File: config.mk
export PLATFORM = sky130hd
export DESIGN_NAME = xosera_main
export DESIGN_NICKNAME = d
export VERILOG_FILES = /design/src/design/xosera_pkg.sv /design/src/design/xosera_main.sv /design/src/design/color_out.sv /design/src/design/video_gen.sv /design/src/design/vram_arb.sv /design/src/design/bus_reg_interface.sv
export SDC_FILE = /design/constraint.sdc
export NUM_CORES = 2
export LEC_CHECK = 0
export BUFFER_PORTS_ARGS = -buffer_cell sky130_fd_sc_hd__clkbuf_2
export CAP_MARGIN = 20
export CORE_ASPECT_RATIO = 2
export CORE_UTILIZATION = 40
export CTS_CLUSTER_DIAMETER = 100
export DETAILED_ROUTE_END_ITERATION = 6
export GPL_ROUTABILITY_DRIVEN = 0
export PLACE_DENSITY = 0.59
export SYNTH_ARGS = -nofsm -noshare
export SYNTH_HDL_FRONTEND = slang
export SYNTH_MEMORY_MAX_BITS = 65536
export SYNTH_SLANG_ARGS = --single-unit
File: constraint.sdc
create_clock -name clk -period 12.5 [get_ports clk]
set_input_delay 1.25 -clock clk [delete_from_list [all_inputs] [get_ports clk]]
set_output_delay 1.25 -clock clk [all_outputs]
set_load 0.005 [all_outputs]
File: src/design/xosera_pkg.sv
// ~~~~~~~~~~~~~~~~~~~~~~~~~~~~~~~~~~~~~~~~~~~~~~~~~~~~~~~~~~~~~~~~~~~~~~~~~~~~
// shared widths, types, host register numbers and default video timing
// for the small display controller, imported by every design module
// ~~~~~~~~~~~~~~~~~~~~~~~~~~~~~~~~~~~~~~~~~~~~~~~~~~~~~~~~~~~~~~~~~~~~~~~~~~~~

package xosera_pkg;

typedef logic [7:0]     byte_t;         // host bus byte
typedef logic [15:0]    word_t;         // vram / register word
typedef logic [7:0]     addr_t;         // vram word address, 256 words
typedef logic [3:0]     color_t;        // palette index, one pixel
typedef logic [11:0]    rgb_t;          // {red, green, blue} 4 bits each
typedef logic [3:0]     reg_num_t;      // host register number
typedef logic [7:0]     hcount_t;       // horizontal counter
typedef logic [7:0]     vcount_t;       // vertical counter

// host register numbers
localparam reg_num_t REG_INT_CTRL   = 4'h0;     // even: mask, odd: status / clear
localparam reg_num_t REG_WR_ADDR    = 4'h1;
localparam reg_num_t REG_DATA       = 4'h2;
localparam reg_num_t REG_RD_ADDR    = 4'h3;
localparam reg_num_t REG_PAL_ADDR   = 4'h4;
localparam reg_num_t REG_PAL_DATA   = 4'h5;

// default timing, tiny mode so a frame is 960 clocks
localparam int DEF_H_VISIBLE    = 32;
localparam int DEF_H_TOTAL      = 48;
localparam int DEF_H_SYNC_START = 36;
localparam int DEF_H_SYNC_END   = 40;
localparam int DEF_V_VISIBLE    = 16;
localparam int DEF_V_TOTAL      = 20;
localparam int DEF_V_SYNC_START = 17;
localparam int DEF_V_SYNC_END   = 18;

localparam int PIX_PER_WORD         = 4;    // 4-bit pixels per vram word
localparam int WORDS_PER_LINE_SHIFT = 3;    // 8 words per line

// cpu vram access state
typedef enum logic [1:0] {
    IDLE,
    WR_WAIT,
    RD_WAIT
} acc_state_t;

endpackage
File: src/design/xosera_main.sv
// ~~~~~~~~~~~~~~~~~~~~~~~~~~~~~~~~~~~~~~~~~~~~~~~~~~~~~~~~~~~~~~~~~~~~~~~~~~~~
// top of the display controller; host register interface, vram arbiter,
// video generator and palette output stage wired together, video timing
// set by the parameters below
// ~~~~~~~~~~~~~~~~~~~~~~~~~~~~~~~~~~~~~~~~~~~~~~~~~~~~~~~~~~~~~~~~~~~~~~~~~~~~

module xosera_main import xosera_pkg::*; #(
    parameter int H_VISIBLE    = DEF_H_VISIBLE,
    parameter int H_TOTAL      = DEF_H_TOTAL,
    parameter int H_SYNC_START = DEF_H_SYNC_START,
    parameter int H_SYNC_END   = DEF_H_SYNC_END,
    parameter int V_VISIBLE    = DEF_V_VISIBLE,
    parameter int V_TOTAL      = DEF_V_TOTAL,
    parameter int V_SYNC_START = DEF_V_SYNC_START,
    parameter int V_SYNC_END   = DEF_V_SYNC_END
) (
    input  wire logic       clk,            // pixel clock
    input  wire logic       reset_i,
    input  wire logic       bus_cs_n_i,
    input  wire logic       bus_rd_nwr_i,
    input  wire reg_num_t   bus_reg_num_i,
    input  wire logic       bus_bytesel_i,
    input  wire byte_t      bus_data_i,
    output byte_t           bus_data_o,
    output logic            bus_intr_o,     // cpu interrupt strobe
    output logic [3:0]      red_o,
    output logic [3:0]      green_o,
    output logic [3:0]      blue_o,
    output logic            hsync_o,
    output logic            vsync_o,
    output logic            dv_de_o         // display enable
);

word_t  vram_data;          // shared vram read data
logic   vgen_sel;
addr_t  vgen_addr;
logic   regs_sel;
logic   regs_wr;
logic   regs_ack;
addr_t  regs_addr;
word_t  regs_data;
logic   pal_wr;
color_t pal_addr;
rgb_t   pal_data;
color_t vgen_index;
logic   vgen_de;
logic   vgen_hsync;
logic   vgen_vsync;
logic   vblank_intr;

bus_reg_interface i_regs (
    .clk            (clk),
    .reset_i        (reset_i),
    .bus_cs_n_i     (bus_cs_n_i),
    .bus_rd_nwr_i   (bus_rd_nwr_i),
    .bus_reg_num_i  (bus_reg_num_i),
    .bus_bytesel_i  (bus_bytesel_i),
    .bus_data_i     (bus_data_i),
    .bus_data_o     (bus_data_o),
    .regs_ack_i     (regs_ack),
    .vram_data_i    (vram_data),
    .vblank_intr_i  (vblank_intr),
    .regs_sel_o     (regs_sel),
    .regs_wr_o      (regs_wr),
    .regs_addr_o    (regs_addr),
    .regs_data_o    (regs_data),
    .pal_wr_o       (pal_wr),
    .pal_addr_o     (pal_addr),
    .pal_data_o     (pal_data),
    .bus_intr_o     (bus_intr_o)
);

vram_arb i_vram (
    .clk            (clk),
    .vgen_sel_i     (vgen_sel),
    .vgen_addr_i    (vgen_addr),
    .regs_sel_i     (regs_sel),
    .regs_wr_i      (regs_wr),
    .regs_addr_i    (regs_addr),
    .regs_data_i    (regs_data),
    .regs_ack_o     (regs_ack),
    .vram_data_o    (vram_data)
);

video_gen #(
    .H_VISIBLE      (H_VISIBLE),
    .H_TOTAL        (H_TOTAL),
    .H_SYNC_START   (H_SYNC_START),
    .H_SYNC_END     (H_SYNC_END),
    .V_VISIBLE      (V_VISIBLE),
    .V_TOTAL        (V_TOTAL),
    .V_SYNC_START   (V_SYNC_START),
    .V_SYNC_END     (V_SYNC_END)
) i_vgen (
    .clk            (clk),
    .reset_i        (reset_i),
    .vram_data_i    (vram_data),
    .vram_sel_o     (vgen_sel),
    .vram_addr_o    (vgen_addr),
    .vgen_index_o   (vgen_index),
    .vgen_de_o      (vgen_de),
    .vgen_hsync_o   (vgen_hsync),
    .vgen_vsync_o   (vgen_vsync),
    .vblank_intr_o  (vblank_intr)
);

color_out i_color (
    .clk            (clk),
    .reset_i        (reset_i),
    .pal_wr_i       (pal_wr),
    .pal_addr_i     (pal_addr),
    .pal_data_i     (pal_data),
    .index_i        (vgen_index),
    .de_i           (vgen_de),
    .hsync_i        (vgen_hsync),
    .vsync_i        (vgen_vsync),
    .red_o          (red_o),
    .green_o        (green_o),
    .blue_o         (blue_o),
    .hsync_o        (hsync_o),
    .vsync_o        (vsync_o),
    .dv_de_o        (dv_de_o)
);

endmodule

File: src/design/color_out.sv
// ~~~~~~~~~~~~~~~~~~~~~~~~~~~~~~~~~~~~~~~~~~~~~~~~~~~~~~~~~~~~~~~~~~~~~~~~~~~~
// output stage; 16 entry palette lookup then output register, syncs and
// display enable delayed the same two cycles, colour forced to black
// whenever display enable is low
// ~~~~~~~~~~~~~~~~~~~~~~~~~~~~~~~~~~~~~~~~~~~~~~~~~~~~~~~~~~~~~~~~~~~~~~~~~~~~

module color_out import xosera_pkg::*; (
    input  wire logic   clk,
    input  wire logic   reset_i,
    input  wire logic   pal_wr_i,       // palette write strobe
    input  wire color_t pal_addr_i,
    input  wire rgb_t   pal_data_i,
    input  wire color_t index_i,
    input  wire logic   de_i,
    input  wire logic   hsync_i,
    input  wire logic   vsync_i,
    output logic [3:0]  red_o,
    output logic [3:0]  green_o,
    output logic [3:0]  blue_o,
    output logic        hsync_o,
    output logic        vsync_o,
    output logic        dv_de_o
);

rgb_t   pal_mem [16];
rgb_t   pal_rgb;        // lookup result, stage 1
logic   de_1;
logic   hsync_1;
logic   vsync_1;

always_ff @(posedge clk) begin
    if (pal_wr_i) begin
        pal_mem[pal_addr_i] <= pal_data_i;
    end
    pal_rgb <= pal_mem[index_i];
end

always_ff @(posedge clk) begin
    if (reset_i) begin
        de_1    <= 1'b0;
        hsync_1 <= 1'b0;
        vsync_1 <= 1'b0;
        {red_o, green_o, blue_o} <= '0;
        hsync_o <= 1'b0;
        vsync_o <= 1'b0;
        dv_de_o <= 1'b0;
    end else begin
        de_1    <= de_i;        // lookup stage
        hsync_1 <= hsync_i;
        vsync_1 <= vsync_i;
        {red_o, green_o, blue_o} <= de_1 ? pal_rgb : 12'h000;     // blank
        hsync_o <= hsync_1;
        vsync_o <= vsync_1;
        dv_de_o <= de_1;
    end
end

endmodule

File: src/design/video_gen.sv
// ~~~~~~~~~~~~~~~~~~~~~~~~~~~~~~~~~~~~~~~~~~~~~~~~~~~~~~~~~~~~~~~~~~~~~~~~~~~~
// video timing and bitmap fetch; counts pixels and lines, reads one vram
// word per four pixels and shifts out 4-bit indices msb nibble first,
// with de and syncs delayed two cycles to line up with the pixels
// ~~~~~~~~~~~~~~~~~~~~~~~~~~~~~~~~~~~~~~~~~~~~~~~~~~~~~~~~~~~~~~~~~~~~~~~~~~~~

module video_gen import xosera_pkg::*; #(
    parameter int H_VISIBLE    = DEF_H_VISIBLE,     // multiple of 4
    parameter int H_TOTAL      = DEF_H_TOTAL,
    parameter int H_SYNC_START = DEF_H_SYNC_START,
    parameter int H_SYNC_END   = DEF_H_SYNC_END,
    parameter int V_VISIBLE    = DEF_V_VISIBLE,
    parameter int V_TOTAL      = DEF_V_TOTAL,
    parameter int V_SYNC_START = DEF_V_SYNC_START,
    parameter int V_SYNC_END   = DEF_V_SYNC_END
) (
    input  wire logic   clk,
    input  wire logic   reset_i,
    input  wire word_t  vram_data_i,
    output logic        vram_sel_o,
    output addr_t       vram_addr_o,
    output color_t      vgen_index_o,
    output logic        vgen_de_o,
    output logic        vgen_hsync_o,
    output logic        vgen_vsync_o,
    output logic        vblank_intr_o   // start of vertical blank
);

localparam int PIX_SHIFT = $clog2(PIX_PER_WORD);    // pixel to word index

hcount_t    h_count;
vcount_t    v_count;
logic       h_blank;        // right of visible area
logic       v_blank;        // below visible area
logic       de;
logic       hsync;
logic       vsync;
logic [1:0] de_dly;         // two stage delay, matches fetch pipe
logic [1:0] hs_dly;
logic [1:0] vs_dly;
logic       fetch_d;        // vram word valid on vram_data_i
word_t      pix_shift;      // current word, top nibble is the pixel

assign h_blank = (h_count >= hcount_t'(H_VISIBLE));
assign v_blank = (v_count >= vcount_t'(V_VISIBLE));
assign de      = ~h_blank & ~v_blank;
assign hsync   = (h_count >= hcount_t'(H_SYNC_START)) && (h_count < hcount_t'(H_SYNC_END));
assign vsync   = (v_count >= vcount_t'(V_SYNC_START)) && (v_count < vcount_t'(V_SYNC_END));

// fetch on first pixel of each group of four, word y*8 + x/4
assign vram_sel_o  = de && (h_count[PIX_SHIFT-1:0] == '0);
assign vram_addr_o = addr_t'(v_count << WORDS_PER_LINE_SHIFT) + addr_t'(h_count >> PIX_SHIFT);

always_ff @(posedge clk) begin
    if (reset_i) begin
        h_count <= '0;
        v_count <= '0;
    end else if (h_count == hcount_t'(H_TOTAL - 1)) begin
        h_count <= '0;
        if (v_count == vcount_t'(V_TOTAL - 1)) begin
            v_count <= '0;      // new frame
        end else begin
            v_count <= v_count + 1'b1;
        end
    end else begin
        h_count <= h_count + 1'b1;
    end
end

always_ff @(posedge clk) begin
    if (reset_i) begin
        de_dly        <= '0;
        hs_dly        <= '0;
        vs_dly        <= '0;
        fetch_d       <= 1'b0;
        vblank_intr_o <= 1'b0;
    end else begin
        de_dly  <= {de_dly[0], de};
        hs_dly  <= {hs_dly[0], hsync};
        vs_dly  <= {vs_dly[0], vsync};
        fetch_d <= vram_sel_o;
        // pulse as the line counter steps into V_VISIBLE
        vblank_intr_o <= (h_count == hcount_t'(H_TOTAL - 1)) &&
                         (v_count == vcount_t'(V_VISIBLE - 1));
    end
end

// load the fetched word, otherwise move up one pixel
always_ff @(posedge clk) begin
    if (fetch_d) begin
        pix_shift <= vram_data_i;
    end else begin
        pix_shift <= {pix_shift[11:0], 4'h0};
    end
end

assign vgen_index_o = pix_shift[15:12];
assign vgen_de_o    = de_dly[1];
assign vgen_hsync_o = hs_dly[1];
assign vgen_vsync_o = vs_dly[1];

endmodule

File: src/design/vram_arb.sv
// ~~~~~~~~~~~~~~~~~~~~~~~~~~~~~~~~~~~~~~~~~~~~~~~~~~~~~~~~~~~~~~~~~~~~~~~~~~~~
// 256 word video ram with one port shared by the video fetch and the cpu;
// video always wins, the cpu select is held until regs_ack_o pulses and
// read data is valid on vram_data_o the cycle after a grant
// ~~~~~~~~~~~~~~~~~~~~~~~~~~~~~~~~~~~~~~~~~~~~~~~~~~~~~~~~~~~~~~~~~~~~~~~~~~~~

module vram_arb import xosera_pkg::*; (
    input  wire logic   clk,
    input  wire logic   vgen_sel_i,     // video fetch, read only
    input  wire addr_t  vgen_addr_i,
    input  wire logic   regs_sel_i,     // cpu request level
    input  wire logic   regs_wr_i,
    input  wire addr_t  regs_addr_i,
    input  wire word_t  regs_data_i,
    output logic        regs_ack_o,
    output word_t       vram_data_o     // shared read data
);

word_t  vram_mem [256];
addr_t  mem_addr;
logic   mem_sel;
logic   mem_wr;

// fixed priority, cpu only gets idle video cycles
assign regs_ack_o = regs_sel_i & ~vgen_sel_i;
assign mem_sel    = vgen_sel_i | regs_sel_i;
assign mem_wr     = regs_ack_o & regs_wr_i;     // writes only from cpu
assign mem_addr   = vgen_sel_i ? vgen_addr_i : regs_addr_i;

always_ff @(posedge clk) begin
    if (mem_wr) begin
        vram_mem[mem_addr] <= regs_data_i;
    end
    if (mem_sel) begin
        vram_data_o <= vram_mem[mem_addr];  // old data on a write
    end
end

endmodule

File: src/design/bus_reg_interface.sv
// ~~~~~~~~~~~~~~~~~~~~~~~~~~~~~~~~~~~~~~~~~~~~~~~~~~~~~~~~~~~~~~~~~~~~~~~~~~~~
// host side of the controller: byte-lane decode of 16-bit registers,
// vram write/read requests with auto-increment, palette writes and the
// vblank interrupt mask, status and cpu strobe
// ~~~~~~~~~~~~~~~~~~~~~~~~~~~~~~~~~~~~~~~~~~~~~~~~~~~~~~~~~~~~~~~~~~~~~~~~~~~~

module bus_reg_interface import xosera_pkg::*; (
    input  wire logic       clk,
    input  wire logic       reset_i,
    input  wire logic       bus_cs_n_i,     // access strobe, active low
    input  wire logic       bus_rd_nwr_i,   // 1 = read, 0 = write
    input  wire reg_num_t   bus_reg_num_i,
    input  wire logic       bus_bytesel_i,  // 0 = even (high) byte, 1 = odd (low)
    input  wire byte_t      bus_data_i,
    output byte_t           bus_data_o,
    input  wire logic       regs_ack_i,     // vram access done this cycle
    input  wire word_t      vram_data_i,
    input  wire logic       vblank_intr_i,
    output logic            regs_sel_o,
    output logic            regs_wr_o,
    output addr_t           regs_addr_o,
    output word_t           regs_data_o,
    output logic            pal_wr_o,
    output color_t          pal_addr_o,
    output rgb_t            pal_data_o,
    output logic            bus_intr_o
);

acc_state_t acc_state;      // vram request state
byte_t      hold_hi;        // even byte waiting for its odd half
byte_t      rd_mux;         // read data before the output register
addr_t      wr_addr;
addr_t      rd_addr;
word_t      rd_buf;         // last word read from vram
logic       rd_latch;       // read data valid on vram_data_i this cycle
logic       intr_mask;
logic       intr_status;    // pending vblank
logic       bus_wr;
logic       bus_rd;
logic       wr_odd;         // odd byte write, completes a register
logic       intr_clear;

assign bus_wr     = ~bus_cs_n_i & ~bus_rd_nwr_i;
assign bus_rd     = ~bus_cs_n_i & bus_rd_nwr_i;
assign wr_odd     = bus_wr & bus_bytesel_i;
assign intr_clear = wr_odd && (bus_reg_num_i == REG_INT_CTRL) && bus_data_i[0];

assign regs_sel_o  = (acc_state != IDLE);           // held until ack
assign regs_wr_o   = (acc_state == WR_WAIT);
assign regs_addr_o = regs_wr_o ? wr_addr : rd_addr;

// register readback, odd byte is the low half
always_comb begin
    rd_mux = 8'h00;
    case (bus_reg_num_i)
        REG_INT_CTRL:   rd_mux = {7'b0, bus_bytesel_i ? intr_status : intr_mask};
        REG_WR_ADDR:    rd_mux = bus_bytesel_i ? wr_addr : 8'h00;
        REG_DATA:       rd_mux = bus_bytesel_i ? rd_buf[7:0] : rd_buf[15:8];
        REG_RD_ADDR:    rd_mux = bus_bytesel_i ? rd_addr : 8'h00;
        REG_PAL_ADDR:   rd_mux = bus_bytesel_i ? {4'h0, pal_addr_o} : 8'h00;
        default:        rd_mux = 8'h00;
    endcase
end

always_ff @(posedge clk) begin
    if (reset_i) begin
        acc_state  <= IDLE;
        wr_addr    <= '0;
        rd_addr    <= '0;
        rd_latch   <= 1'b0;
        pal_wr_o   <= 1'b0;
        pal_addr_o <= '0;
        intr_mask  <= 1'b0;
        bus_data_o <= '0;
    end else begin
        pal_wr_o <= 1'b0;                       // single cycle strobe
        rd_latch <= 1'b0;
        if (pal_wr_o) begin
            pal_addr_o <= pal_addr_o + 1'b1;    // wraps at 16
        end

        // finish the pending vram access on ack
        case (acc_state)
            WR_WAIT: if (regs_ack_i) begin
                wr_addr   <= wr_addr + 1'b1;
                acc_state <= IDLE;
            end
            RD_WAIT: if (regs_ack_i) begin
                rd_addr   <= rd_addr + 1'b1;
                rd_latch  <= 1'b1;              // word arrives next cycle
                acc_state <= IDLE;
            end
            default: acc_state <= IDLE;
        endcase

        if (wr_odd) begin
            case (bus_reg_num_i)
                REG_WR_ADDR:    wr_addr <= bus_data_i;
                REG_DATA:       acc_state <= WR_WAIT;
                REG_RD_ADDR: begin
                    rd_addr   <= bus_data_i;
                    acc_state <= RD_WAIT;
                end
                REG_PAL_ADDR:   pal_addr_o <= bus_data_i[3:0];
                REG_PAL_DATA:   pal_wr_o <= 1'b1;
                default: ;
            endcase
        end

        if (bus_wr && !bus_bytesel_i && (bus_reg_num_i == REG_INT_CTRL)) begin
            intr_mask <= bus_data_i[0];         // mask set straight from even byte
        end
        if (bus_rd) begin
            bus_data_o <= rd_mux;               // holds until next read
        end
    end
end

// data holding registers
always_ff @(posedge clk) begin
    if (bus_wr && !bus_bytesel_i) begin
        hold_hi <= bus_data_i;
    end
    if (wr_odd && (bus_reg_num_i == REG_DATA)) begin
        regs_data_o <= {hold_hi, bus_data_i};
    end
    if (wr_odd && (bus_reg_num_i == REG_PAL_DATA)) begin
        pal_data_o <= {hold_hi[3:0], bus_data_i};   // low 12 bits only
    end
    if (rd_latch) begin
        rd_buf <= vram_data_i;
    end
end

// vblank interrupt, clear wins over a new trigger
always_ff @(posedge clk) begin
    if (reset_i) begin
        intr_status <= 1'b0;
        bus_intr_o  <= 1'b0;
    end else begin
        bus_intr_o  <= vblank_intr_i & intr_mask & ~intr_status;
        intr_status <= (intr_status | vblank_intr_i) & ~intr_clear;
    end
end

endmodule

==> flow_summary_export.csv <==
group,metric,value,unit
sta,maxSlewHeadroom,4.61,%
cts,worstSkewPairLatency,980,ps
global_routing,antenna_found_initial,22,
routing,dr_total_vias,94600,
global_routing,gr-total-overflow,0,
routing,final_antenna_net_count,0,
setup_path,crit_fanout,57,
cts,clock_sinks,4461,
status,status,"finished with violations",
sta,setup_tns,0,ps
cts,path_clk_slew,70,ps
power_and_ir_drop,peakVddDrop,0.133,mV
global_routing,grt_max_degree,184,
floorplan,boundaryPins,41,
sta,hold_viol,0,
routing,drt-total-wl,530,mm
logic_synthesis,syn_nets,9869,
setup_path,critPathRequiredTime,13170,ps
cts,htree_levels,5,
logic_synthesis,synth_edf_count,4356,
placed_design,port_buffers,40,
setup_path,worstPathArrival,7940,ps
logic_synthesis,synth_area,0.173,sq mm
setup_path,critPathLaunch,"i_regs.acc_state[1]$_SDFF_PP0_",
layout,stdcell_count,16000,
logic_synthesis,yosysTopAreaCellShare,75.5,%
power_and_ir_drop,leakage,0.0625,uW
logic_synthesis,netlist_instances,9834,
logic_synthesis,synthTopCellsByArea,"edfxtp_1 (75%), mux4_2 (6.6%), mux2i_1 (3.1%)",
layout,nets,10100,
status,violations,"design-rule violations",
power_and_ir_drop,p_int,23700,uW
layout,drive_above_1_share,16.2,%
floorplan,die_h,933,um
cts,tritoncts,"built",
setup_path,criticalPathCategory,"reg -> reg",
hold_path,hp-class,"reg -> reg",
cts,cts_buffers,364,
routing,avgViaCountPerCell,5.90,
routing,drc,3,
sta,final-max-slew-violation-count,0,
routing,dr.pass1.iters,7,
sta,worstMarginPinSlew,1430,ps
power_and_ir_drop,power_density,160,mW/mm^2
sta,min_period,7270,ps
sta,max_freq,0.138,GHz
cts,clockBufferDepth,4,
logic_synthesis,yosysWarnings,0,
setup_path,startpoint_type,"register",
logic_synthesis,ys.flop_type,"edfxtp_1",
logic_synthesis,async_flop_share,0,%
global_routing,grt_util_all_layers,24.0,%
power_and_ir_drop,switching_share,23.6,%
sta,skew,56.3,ps
setup_path,reg2reg_depth,15,
placed_design,place_inst,15300,
cts,cts_resized,0,
logic_synthesis,synth_cell_types,65,
cts,cts_hold_buf,0,
power_and_ir_drop,p_comb_share,8.9,%
setup_path,r2r-start,"i_regs.acc_state[1]$_SDFF_PP0_",
power_and_ir_drop,p_clk_share,38.6,%
power_and_ir_drop,p_seq_share,52.5,%
global_routing,grt_pass1_vias,94900,
sta,rsz0062_at_grt,"false",
floorplan,std_cell_rows,341,
floorplan,start_util,40.2,%
routing,drt_iter0_markers,9823,
placed_design,hpwl,332,mm
logic_synthesis,synth_seq_cells,4461,
job,cap_violations,0,
sta,fin_crit_sh,58.2,%
floorplan,core_area,0.431,sq mm
routing,avgRoutedWirePerCell,33.0,um
floorplan,die_area,0.436,sq mm
sta,whs,404,ps
cts,cts-root-buf,"clkbuf_16",
hold_path,min_delay_path_depth,0,
logic_synthesis,yosysTopAreaCell,"edfxtp_1",
sta,setup_viol,0,
cts,cts_setup_buffers,0,
logic_synthesis,post_synth.cell_area_avg,17.6,sq um
layout,syn_to_final_growth,12.3,%
floorplan,die_x,467,um
logic_synthesis,synth_seq_area_share,76.7,%
global_routing,grt_pass1_wl,738,mm
hold_path,min_from,"i_regs.hold_hi[4]$_DFFE_PP_",
setup_path,endpoint_kind,"register",
power_and_ir_drop,p_sw,7330,uW
[area by class of cell]
class	count	area (sq um)
antenna	46	115
clock buffer	423	9650
clock inverter	236	2540
fill	36600	236000
inverter	16	60.1
multi-input combinational	4722	38100
sequential	4461	133000
tap	5659	7080
timing repair buffer	482	4100
[metal layers]
metal / track usage [%] / part of all wire [%] / up-vias
met1: 24.9 / 32 / 49800
met5: 0 / 0.0047 / -
met2: 42.2 / 52 / 3883
met3: 3.03 / 5.6 / 1178
met4: 21.4 / 11 / 4
li1: - / - / 39700
[metrics by stage]
step | area (sq um) | power, uW | util, % | worst slack, ps
finish | 195000 | 31000 | 45.1 | 5230
detailed placement | 182000 | 19400 | 42.3 | 5360
floorplan | 173000 | 18300 | - | 8290
global placement | 182000 | 19300 | 42.1 | 4090
global route | 194000 | 31700 | 45.1 | 5250
CTS | 194000 | 31200 | 45.1 | 5350
[Yosys cell counts, drive strengths merged (6+ instances only)]
master and n:
mux4 508, o2111ai 16, a21boi 17, or3 38, a32oi 80, o311ai 16
a221o 64, nor4 6, and2 27, a22o 64, a32o 15, nor3 12
dfxtp 105, buf 254, a221oi 128, mux2 18, a2111oi 17, o21ai 82
a311oi 112, a211oi 164, clkbuf 381, nand3 573, a21oi 49, nand4 52
ha 17, mux2i 545, o2bb2ai 32, nand2 1132, nand2b 71, nor3b 81
a22oi 93, edfxtp 4356, inv 15, and3 82, nor2 397, xor2 14
nor4b 35, a31oi 86, xnor2 15, nor2b 15, o41ai 15
[power groups by stage]
stage	Sequential (uW)	Clock [uW]	Combinational (uW)
after floorplan	16600	0	1710
after global placement	16600	0	2710
after detailed placement	16600	0	2750
after CTS	16300	12100	2760
after global routing	16300	12600	2860
final	16300	12000	2770
[path summary, 6_finish.rpt]
kind / slack (ps) / to
min: 400 / i_regs.regs_data_o[12]$_DFFE_PP_
max reg2reg: 5230 / i_vram.vram_data_o[5]$_DFFE_PP_
min reg2reg: 400 / i_regs.regs_data_o[12]$_DFFE_PP_
max: 5230 / i_vram.vram_data_o[5]$_DFFE_PP_
[cells in the final DEF (no fill, tap or decap), types with 18 or more instances in the layout]
| cell type | netlist | final |
|---|---|---|
| a211oi_1 | 164 | 164 |
| a21oi_1 | 49 | 46 |
| a221o_1 | 64 | 64 |
| a221oi_1 | 128 | 128 |
| a22o_1 | 64 | 64 |
| a22oi_1 | 93 | 92 |
| a311oi_1 | 112 | 112 |
| a31oi_1 | 86 | 81 |
| a32oi_1 | 80 | 80 |
| and2_1 | 26 | 21 |
| and3_1 | 82 | 82 |
| buf_12 | 0 | 28 |
| buf_4 | 36 | 384 |
| bufinv_16 | 0 | 47 |
| clkbuf_1 | 381 | 41 |
| clkbuf_16 | 0 | 376 |
| clkbuf_2 | 0 | 41 |
| clkinv_1 | 1 | 64 |
| clkinv_2 | 0 | 78 |
| clkinvlp_4 | 0 | 24 |
| dfxtp_1 | 105 | 103 |
| diode_2 | 0 | 46 |
| edfxtp_1 | 4356 | 4356 |
| mux2_2 | 18 | 18 |
| mux2i_1 | 545 | 545 |
| mux4_2 | 508 | 508 |
| nand2_1 | 1132 | 1131 |
| nand2b_1 | 71 | 71 |
| nand3_1 | 573 | 557 |
| nand4_1 | 52 | 52 |
| nor2_1 | 397 | 344 |
| nor2_2 | 0 | 48 |
| nor3b_1 | 81 | 81 |
| nor4b_1 | 35 | 35 |
| o21ai_0 | 78 | 78 |
| o2bb2ai_1 | 32 | 32 |
| or3_1 | 38 | 37 |
[flip-flops by register name (all words and copies together) (netlist names), 8 cells and up]
signal / count
i_regs.wr_addr: 8
i_color.pal_mem: 192
i_vgen.h_count: 8
i_vram.vram_mem: 4096
i_regs.rd_addr: 8
i_vram.vram_data_o: 16
i_regs.hold_hi: 8
i_regs.regs_data_o: 16
i_regs.bus_data_o: 8
i_vgen.pix_shift: 16
i_regs.pal_data_o: 12
i_regs.rd_buf: 16
i_color.pal_rgb: 12
i_vgen.v_count: 8
[logic make-up (layout without fill, tap and decap cells)]
logic type	after synthesis	count (layout)	synth area share [%]
AOI/OAI and AO/OA	1064	1064	4.82
muxes	1071	1071	9.87
adders and majority gates	18	18	0.134
and+or+nand+nor	2540	2540	6.67
DFF	4461	4461	76.7
xor gates and xnor gates	29	29	0.147
buffers and inverters	651	1157	1.65
other	0	46	0
[critical path, cell delays in order, from the launching register on]
cell and delay, ps:
dfxtp_1 340, inv_1 80, ha_1 590, mux2i_1 450
a21boi_4 260, buf_4 290, nor2_4 160, buf_4 370
buf_4 700, buf_4 750, mux4_2 410, a22o_1 360
nor2_1 520, a31oi_1 330, a21oi_1 930, o2111ai_1 220
Note: power is estimated with default switching activity, not from simulation.
